$ cat src/verilog/huff_tree_pkg.sv
`default_nettype none

package huff_tree_pkg;

  // bit 8 set marks an internal node, clear marks a leaf carrying a character
  typedef logic [8:0] node_ref_t;

  // left child reference in the upper half, right child reference in the lower half
  typedef logic [17:0] node_word_t;

  typedef logic [6:0] node_addr_t; // the root always sits at address 0

  localparam int REF_INTERNAL_BIT = 8; // kind flag inside a node_ref_t

  localparam node_ref_t NULL_REF = 9'h180; // only used as the right child of a one-symbol root

  function automatic node_ref_t left_ref(input node_word_t word);
    return word[17:9];
  endfunction

  function automatic node_ref_t right_ref(input node_word_t word);
    return word[8:0];
  endfunction

endpackage

`default_nettype wire

$ cat src/verilog/tree_node_store.sv
`timescale 1ns/1ps
`default_nettype none

module tree_node_store #(
  parameter int NODE_AW = 7
) (
  input  logic                     clk,
  input  logic                     rst,
  input  logic                     node_wr,
  input  huff_tree_pkg::node_addr_t node_addr,
  input  huff_tree_pkg::node_word_t node_data,
  input  logic                     write_lock,
  input  logic                     rd_en,
  input  huff_tree_pkg::node_addr_t rd_addr,
  output huff_tree_pkg::node_word_t rd_data
);

  localparam int DEPTH = 1 << NODE_AW;

  huff_tree_pkg::node_word_t mem [DEPTH]; // tree nodes as written by the host

  logic host_wr_ok;

  assign host_wr_ok = node_wr && !write_lock; // the walker owns the tree while it runs

  always_ff @(posedge clk) begin
    if (host_wr_ok) begin
      mem[node_addr[NODE_AW-1:0]] <= node_data;
    end
  end

  // single cycle read latency, the walker samples rd_data in its decide cycle
  always_ff @(posedge clk) begin
    if (rd_en) begin
      rd_data <= mem[rd_addr[NODE_AW-1:0]];
    end
  end

  // upper address bits would silently alias onto low nodes
  a_wr_in_range: assert property (
    @(posedge clk) disable iff (rst)
    node_wr |-> ((node_addr >> NODE_AW) == '0)
  ) else $error("node write address 0x%0h beyond %0d entries", node_addr, DEPTH);

  // the walker should only follow references that the host could have written
  a_rd_in_range: assert property (
    @(posedge clk) disable iff (rst)
    rd_en |-> ((rd_addr >> NODE_AW) == '0)
  ) else $error("node read address 0x%0h beyond %0d entries", rd_addr, DEPTH);

endmodule

`default_nettype wire

$ cat config.mk
export PLATFORM = sky130hd
export DESIGN_NAME = tree_node_store
export DESIGN_NICKNAME = d
export VERILOG_FILES = /design/src/verilog/huff_tree_pkg.sv /design/src/verilog/tree_node_store.sv
export SDC_FILE = /design/constraint.sdc
export NUM_CORES = 2
export LEC_CHECK = 0
export BUFFER_PORTS_ARGS = -buffer_cell sky130_fd_sc_hd__buf_4
export CAP_MARGIN = 15
export CORE_UTILIZATION = 45
export CTS_BUF_LIST = sky130_fd_sc_hd__clkbuf_16
export DETAILED_ROUTE_END_ITERATION = 10
export PLACE_DENSITY = 0.65
export SKIP_CTS_REPAIR_TIMING = 1
export SLEW_MARGIN = 20
export SYNTH_ARGS = -nofsm -noshare
export SYNTH_HDL_FRONTEND = slang
export SYNTH_SLANG_ARGS = --single-unit
export TNS_END_PERCENT = 100
$ cat constraint.sdc
create_clock -name clk -period 9 [get_ports clk]
set_input_delay 0.45 -clock clk [delete_from_list [all_inputs] [get_ports clk]]
set_output_delay 0.45 -clock clk [all_outputs]
set_load 0.005 [all_outputs]
==> run metrics <==
status finished, final reports clean; mapped cell area 88400 um2; first-pass GRT wire length about 290000 um; WP data required 9.59 ns; Comb power frac 4.7%; sequential power share 53.7%; vias 38768; part of the cycle the worst path needs 38.6%; CTS max path bufs 3; proportion of layout cells with a drive suffix above 1 36.6%; final hold vios 0; Crit. End Element register; final WL 207000 um; Placer Congestion about 0.78; Yosys Warn Count 0; vias in the first global route 39502; synthesized area per cell about 26 um2; P_int approximately 18000 uW; setup TNS 0 ns; Initial Util 45.4%; Yosys cell types 17; crit path kind primary input to register; Die Y 445 um; TritonCTS Buffers between 200 and 250; non-filler cells, final 6508; clk slew on worst S/H paths roughly 0.060 ns; DR pass1 iterations 7; RSZ-0062 raised after global routing no; Clock Power Share 41.6%; switching power 4560 uW; startpoint class of the critical path primary input; Synth area leaders edfxtp_1, mux4_2, nor2_1; # IOs 55; Hold Slack 0.0565 ns; pin count of the biggest net entering global routing 163; # H-tree levels 4; initial antenna violation count 23; Worst VDD drop 0.165 mV; Setup Viol. Count Final 0; Filler cells around 15000; reg2reg start mem[114][12]; First DRT Iteration DRCs 4719; wire per inst between 30 and 40 um; residual DRC count 0; placed instance area 93000 um2; Core ar. 195000 um2; antenna-violating nets left 0; fin area 100000 um2; die area 198000 um2; Hold Path End mem[3][6]; mean number of vias per cell between 5 and 6; worst-margin pin slew 1.22 ns; CTS tree built; GRT Resource Usage Total 21.1%; Slew HR a little under a fifth; hold depth 1; post-DP HPWL 114000 um; register area 69700 um2; FF+latch count, synth between 2000 and 2500; Area Growth Syn to Fin 13.4%; Clock Latency Late Sink 0.84 ns; Worst R2R Path Depth 4; flop2flop setup slack 6.29 ns; r2r endpoint rd_data[12]; Max Fanout on Critical Path 90; CTS Sinks 2322; Max Fclk 288 MHz; IO buf count 53; nets 3725; Final Skew around 0.025 ns; dpl cells 6091; max-cap viol count 0; Net Count, Synth 3484; footprint of the multi-input gates around 18000 um2; Root Buffer clkbuf_16; total grt overflow 0; Mapped Cells 3447; power density over the cells 222 nW/um2; Hold Path Class primary input to register; Critical Path AT 4.06 ns; Final Max Slew Viols 0; Rows between 150 and 200; Leak ~0.03 uW; switching share of total power roughly 20%; Period minus WS final 3.48 ns; post-synthesis sequential area ratio 78.8%; Hold Crit Start node_data[6]; DIE WIDTH 445 um; leading area contributor after synthesis edfxtp_1; Yosys top cell area share roughly four fifths
## power by group through the flow
stage	combinational [uW]	sequential [uW]	clock (uW)
after global routing	1100	11900	9780
after global placement	1040	12200	0
final	1050	11900	9250
after detailed placement	1060	12200	0
after floorplan	569	12200	0
after CTS	1070	11900	9390
## metrics by stage
stage / worst slack, ns / util, % / total power (uW)
after detailed placement: 4.62 / 47.7 / 13200
final: 5.52 / 51.4 / 22300
after global routing: 5.43 / 51.4 / 22800
after CTS: 5.54 / 51.4 / 22400
after floorplan: 5.85 / - / 12700
after global placement: 4.62 / 47.7 / 13200
## sequential cells by signal, summed over array words and instances, names as in the netlist
register	cells
mem	2304
rd_data	18
## how the worst max path moves through the flow
stage | from | end | slack [ns] | depth (start not counted)
floorplan | rd_addr[1] | rd_data[0] | 5.85 | 6
global placement | rd_addr[0] | rd_data[12] | 4.62 | 6
detailed placement | rd_addr[0] | rd_data[12] | 4.62 | 6
CTS | rd_addr[0] | rd_data[12] | 5.54 | 6
global route | rd_addr[0] | rd_data[12] | 5.43 | 6
finish | rd_addr[0] | rd_data[12] | 5.52 | 6
## cell type report
type,instances,share of cell area [%]
Antenna cell,11,0.0274
Clock buffer,225,5.61
Clock inverter,181,1.59
Inverter,1,0.00374
Multi-Input combinational cell,942,18.3
Sequential cell,2322,69.5
Tap cell,2624,3.27
Timing Repair Buffer,202,1.65
## cells by family (layout without fill, tap and decap cells)
logic type / count (synthesis) / after routing / share of synthesized area (%)
other: 0 / 11 / 0
AND/OR/NAND/NOR: 168 / 168 / 0.799
multiplexers: 774 / 774 / 19.5
flip-flops: 2322 / 2322 / 78.8
buffers and inverters: 183 / 609 / 0.870
## cells in the mapped netlist
cell type / number
buf_1: 33
nand3_1: 9
mux4_2: 756
inv_1: 1
nor2_1: 131
nand2_1: 9
nand3b_1: 4
mux2_2: 18
nand4_1: 3
edfxtp_1: 2322
buf_2: 60
nor2b_1: 5
nand2b_1: 1
clkbuf_1: 88
buf_6: 1
or3b_2: 5
or3_1: 1
## worst max-delay path, stage by stage
cell,delay [ns]
buf_8,0.59
buf_12,0.59
mux4_2,0.61
mux4_2,0.56
mux4_2,0.67
mux2_2,0.34
## cells in the final DEF, fill, tap and decap left out, types with 5 or more instances in the layout
master | synthesis | layout
or3b_2 | 5 | 5
clkinv_1 | 0 | 56
nand2_1 | 9 | 9
nand3_1 | 9 | 9
edfxtp_1 | 2322 | 2322
mux4_2 | 756 | 756
nor2_4 | 0 | 24
clkinv_2 | 0 | 40
bufinv_16 | 0 | 29
inv_1 | 1 | 41
nor2b_1 | 5 | 5
diode_2 | 0 | 11
buf_4 | 0 | 189
clkinvlp_4 | 0 | 5
mux2_2 | 18 | 18
buf_12 | 0 | 9
clkbuf_16 | 0 | 225
nor2_2 | 0 | 104
## metal layers
layer,track usage (%),up-vias,wire length (um)
li1,-,15583,-
met1,29.5,21321,82300
met2,34.4,1596,103000
met3,3.54,268,15500
met4,6.00,0,5650
met5,0,-,0
No activity file was read; power rests on OpenSTA's default activity.
