File: src/verilog/huff_tree_pkg.sv
`default_nettype none

package huff_tree_pkg;

  // bit 8 set marks an internal node, clear marks a leaf carrying a character
  typedef logic [8:0] node_ref_t;

  // left child reference in the upper half, right child reference in the lower half
  typedef logic [17:0] node_word_t;

  typedef logic [6:0] node_addr_t; // the root always sits at address 0

  localparam int REF_INTERNAL_BIT = 8; // kind flag inside a node_ref_t

  localparam node_ref_t NULL_REF = 9'h180; // only used as the right child of a one-symbol root

  function automatic node_ref_t left_ref(input node_word_t word);
    return word[17:9];
  endfunction

  function automatic node_ref_t right_ref(input node_word_t word);
    return word[8:0];
  endfunction

endpackage

`default_nettype wire

File: src/verilog/huff_code_pkg.sv
`default_nettype none

package huff_code_pkg;

  localparam int MAX_CODE_LEN = 16; // deepest leaf the codebook can hold
  localparam int NUM_CHARS = 256; // one table entry per byte value

  typedef logic [7:0] char_t;

  // code bits are right aligned, the first branch from the root is the top used bit
  typedef logic [15:0] code_t;

  typedef logic [4:0] code_len_t; // 0 means the entry is empty

  typedef logic [8:0] count_t; // up to 256 codebook entries

endpackage

`default_nettype wire

File: src/verilog/codebook_walker.sv
`timescale 1ns/1ps
`default_nettype none

module codebook_walker #(
  parameter int NODE_AW = 7
) (
  input  logic                      clk,
  input  logic                      rst,
  input  logic                      start,
  output logic                      busy,
  output logic                      done,
  output logic                      rd_en,
  output huff_tree_pkg::node_addr_t  rd_addr,
  input  huff_tree_pkg::node_word_t  rd_data,
  output logic                      clear,
  output logic                      code_wr,
  output huff_code_pkg::char_t       wr_char,
  output huff_code_pkg::code_t       wr_code,
  output huff_code_pkg::code_len_t   wr_len
);

  typedef enum logic [2:0] {
    IDLE,
    FETCH,
    DECIDE,
    EMIT,
    BACKTRACK,
    DONE
  } walk_state_t;

  walk_state_t state;

  huff_code_pkg::code_t     path; // branches from the root, newest one in bit 0
  huff_code_pkg::code_len_t depth; // number of valid bits in path
  huff_code_pkg::code_len_t pos; // tree level of the node being fetched
  logic [NODE_AW-1:0]       cur_addr; // node memory address of that node
  huff_code_pkg::char_t     leaf_char;

  logic [4:0]               bit_idx;
  logic                     at_last;
  logic                     branch;
  huff_tree_pkg::node_ref_t child;
  logic                     child_internal;

  // path bit that applies to the node at level pos
  assign bit_idx = depth - pos - 5'd1;
  assign at_last = (bit_idx == 5'd0); // this node is the end of the path, a new decision
  assign branch = path[bit_idx[3:0]];

  assign child = branch ? huff_tree_pkg::right_ref(rd_data) : huff_tree_pkg::left_ref(rd_data);
  assign child_internal = child[huff_tree_pkg::REF_INTERNAL_BIT];

  // The walker never keeps a node stack. After each leaf the path loses its trailing
  // right moves, its last left move turns right, and the tree is walked again from the root.
  always_ff @(posedge clk or posedge rst) begin
    if (rst) begin
      state    <= IDLE;
      path     <= '0;
      depth    <= '0;
      pos      <= '0;
      cur_addr <= '0;
      clear    <= 1'b0;
    end else begin
      clear <= 1'b0;
      case (state)
        IDLE: begin
          if (start) begin
            state    <= FETCH;
            path     <= '0; // first decision is the root's left child
            depth    <= 5'd1;
            pos      <= '0;
            cur_addr <= '0;
            clear    <= 1'b1; // forget the codebook of the previous run
          end
        end
        FETCH: begin
          state <= DECIDE; // rd_data arrives in the next cycle
        end
        DECIDE: begin
          if (!at_last) begin
            cur_addr <= child[NODE_AW-1:0]; // re-tracing, the child was internal before
            pos      <= pos + 5'd1;
            state    <= FETCH;
          end else if (child == huff_tree_pkg::NULL_REF) begin
            state <= BACKTRACK; // missing right child of a one-symbol root
          end else if (child_internal) begin
            path     <= {path[14:0], 1'b0}; // go down and try its left side first
            depth    <= depth + 5'd1;
            cur_addr <= child[NODE_AW-1:0];
            pos      <= pos + 5'd1;
            state    <= FETCH;
          end else begin
            state <= EMIT;
          end
        end
        EMIT: begin
          state <= BACKTRACK;
        end
        BACKTRACK: begin
          if (path[0]) begin
            path  <= path >> 1; // right side already done, climb one level
            depth <= depth - 5'd1;
            if (depth == 5'd1) begin
              state <= DONE;
            end
          end else begin
            path[0]  <= 1'b1; // left subtree finished, take the right branch now
            pos      <= '0;
            cur_addr <= '0;
            state    <= FETCH;
          end
        end
        DONE: begin
          state <= IDLE;
        end
        default: begin
          state <= IDLE;
        end
      endcase
    end
  end

  always_ff @(posedge clk) begin
    if (state == DECIDE) begin
      leaf_char <= child[7:0];
    end
  end

  assign busy    = (state != IDLE) && (state != DONE); // drops in the done cycle
  assign done    = (state == DONE);
  assign rd_en   = (state == FETCH);
  assign rd_addr = huff_tree_pkg::node_addr_t'(cur_addr);
  assign code_wr = (state == EMIT);
  assign wr_char = leaf_char;
  assign wr_code = path;
  assign wr_len  = depth;

  // a deeper tree would push code bits out of the top of path
  a_depth_limit: assert property (
    @(posedge clk) disable iff (rst)
    depth <= huff_code_pkg::MAX_CODE_LEN
  ) else $error("walk depth %0d beyond the supported code length", depth);

  // every table write belongs to a running walk and carries a real length
  a_wr_while_busy: assert property (
    @(posedge clk) disable iff (rst)
    code_wr |-> (busy && wr_len != '0)
  ) else $error("code write outside an active walk");

endmodule

`default_nettype wire

File: config.mk
export PLATFORM = sky130hd
export DESIGN_NAME = codebook_walker
export DESIGN_NICKNAME = d
export VERILOG_FILES = /design/src/verilog/huff_tree_pkg.sv /design/src/verilog/huff_code_pkg.sv /design/src/verilog/codebook_walker.sv
export SDC_FILE = /design/constraint.sdc
export NUM_CORES = 1
export LEC_CHECK = 0
export ABC_CLOCK_PERIOD_IN_PS = 4000
export CAP_MARGIN = 0
export CORE_UTILIZATION = 63
export DETAILED_ROUTE_END_ITERATION = 8
export DONT_BUFFER_PORTS = 1
export GPL_TIMING_DRIVEN = 0
export PLACE_DENSITY = 0.79
export SETUP_SLACK_MARGIN = 0.02
export SKIP_CTS_REPAIR_TIMING = 1
export SYNTH_ARGS = -nofsm -noshare
export SYNTH_HDL_FRONTEND = slang
export SYNTH_SLANG_ARGS = --single-unit
File: constraint.sdc
create_clock -name clk -period 4 [get_ports clk]
set_input_delay 0.4 -clock clk [delete_from_list [all_inputs] [get_ports clk]]
set_output_delay 0.4 -clock clk [all_outputs]
set_load 0.005 [all_outputs]
==> out/metrics.yaml <==
tightest_slew_ps: 778
via_per_inst: 6.43
placed_cell_area_um2: 2710
ant_nets: 0
min_path_type: "in2async"
seq_area_um2: 1170
synth.distinct_cells: 53
finalHoldViolations: 0
finalMaxSlewViolations: 0
drc: 0
grt_pass1_vias: 1888
p_per_area_nw_per_um2: 685
p_total_mw: 1.92
clkSinkCount: 45
coreArea_um2: 4030
syn_area_per_cell_um2: 9.88
crit_fanout: 10
synth-seq-cells: 45
firstDrtPassIters: 4
seq_area_frac_synth: 0.440
outcome: "finished, final reports clean"
grt_pass1_wl_um: 9090
syn_inst: 268
clkLatencyLatePin_ps: 300
synthTopCellsByArea: "dfrtp_1 (35%), edfxtp_1 (9.1%), mux2i_1 (6.4%), o21ai_0 (4.5%), a22oi_1 (4.3%)"
drt-initial-drc-count: 150
rrSetupSlack_ps: 250
hpwl_um: 4250
rr_endpoint: "rd_addr[6]"
crit_type: "reg2reg"
cp-end-kind: "flop"
ir_drop_uv: 474
critical_path_required_ps: 4220
grt_usage: 0.277
power_leakage_nw: 1.16
via_count: 2097
drv_cap: 0
startpoint_type: "flop"
start_util: 0.657
max-slew-margin-rel: 0.481
die_area_um2: 4470
clkTransAtPathRegs_ps: 90
syn_area_um2: 2650
setup_viol: 0
multi_input_area_um2: 1330
cts_buffers: 5
fin_skew_ps: 4.83
drive_gt1_frac: 0.105
design_area_um2: 2800
die_w_um: 66.8
antennaDiodeCount: 0
synthToLayoutAreaGrowth_pct: 5.62
clk_path_buf_depth: 2
synthArstFlopShare: 0.822
whs_ps: 115
wl_um: 5920
r2r-start: "wr_len[0]"
period_share: 0.937
max_freq_ghz: 0.267
period_needed_ps: 3750
synth_top_cell_area_share: 0.350
finalSetupTns_ps: 0
syn-num-nets: 298
yosysWarnings: 0
antenna_found_initial: 0
ioPinCount: 62
port_buffers: 0
r2r_cells: 10
yosysMostFrequentCell: "dfrtp_1"
nFillCells: 322
crit_arrival_ps: 3970
place.gp.congestion: 0.894
cts_max_level: 2
synth_common_cells: "dfrtp_1 (37), nand2_1 (29), o21ai_0 (24)"
grt_setup_unrepaired: "false"
synth_ff_type: "dfrtp_1"
grt_overflow: 0
routedWlPerCell_um: 18.2
num_rows: 23
synth_edf_count: 8
die_h_um: 66.8
grt_max_degree: 38
cts_tree: "yes"
synth_top_cell_by_area: "dfrtp_1"
root_buffer: "clkbuf_8"
fin_nets: 305
flip-flops by register name (all words and copies together) (netlist names):
name     cells
wr_code     16
rd_addr      7
clear        1
pos          5
wr_len       5
state        3
wr_char      8
cell type report:
class                      count  share of cell area
sequential                    45               0.417
clock inverter                 3             0.00626
buffer                        16              0.0255
inverter                      21              0.0282
clock buffer                   5              0.0246
tap                           50              0.0224
multi-input combinational    186               0.476
worst max-delay path, cell delays in order, from the launching register on:
cell     delay, ps
dfrtp_1        540
ha_1           240
inv_1           60
fa_1           400
xor2_1         420
mux4_2         620
mux2i_1        270
mux2_2         420
a21oi_2        200
buf_4          250
mux2i_1        230
cell families (layout without fill, tap and decap cells):
family | Yosys count | in the layout | share of synthesized area
AO/OA/AOI/OAI | 72 | 72 | 0.180
XOR/XNOR | 4 | 4 | 0.0132
adder cells (fa/ha/maj) | 9 | 9 | 0.0453
buffers and inverters | 37 | 45 | 0.0567
flip-flops | 45 | 45 | 0.440
multiplexers | 30 | 30 | 0.132
AND/OR/NAND/NOR | 71 | 71 | 0.133
report_power, final:
part	switching [mW]	total, mW	internal [mW]	leakage, nW
clock	0.158	0.279	0.121	0.0455
combinational	0.593	0.955	0.362	0.540
sequential	0.108	0.683	0.574	0.575
total	0.858	1.92	1.06	1.16
worst max path at each step:
stage	depth (start not counted)	slack [ps]	startpoint	end
2_1_floorplan	9	820	wr_len[0]	pos[4]
3_3_place_gp	10	460	wr_len[0]	rd_addr[2]
3_5_place_dp	10	380	wr_len[0]	rd_addr[6]
4_1_cts	10	290	wr_len[0]	rd_addr[6]
5_1_grt	10	100	wr_len[0]	wr_code[13]
6_report	10	250	wr_len[0]	rd_addr[6]
placed cells by master (no fill, tap or decap), types with 4 or more instances in the layout:
master and n:
edfxtp_1 8, a22oi_1 15, nor3_1 9, inv_1 19, o21ai_1 4, dfrtp_1 37
clkbuf_1 11, mux2i_1 17, o21ai_0 24, ha_1 8, nand2_1 29, nand3_1 5
nor2_1 10, mux2_2 9, clkbuf_8 5, a21oi_1 7
per-layer routing:
layer  vias to the layer above  part of all wire  global-route usage
li1                        994                 -                   -
met3                        12             0.044              0.0548
met2                        69              0.49               0.431
met5                         -                 0                   0
met4                         0             0.018               0.109
met1                      1022              0.45               0.379
metrics by stage:
step,utilization,std cells,setup WS [ps]
floorplan,-,268,822
global placement,0.673,318,460
detailed placement,0.673,318,384
CTS,0.694,326,293
global route,0.694,326,97.3
finish,0.694,326,250
No activity file was read; power rests on OpenSTA's default activity.
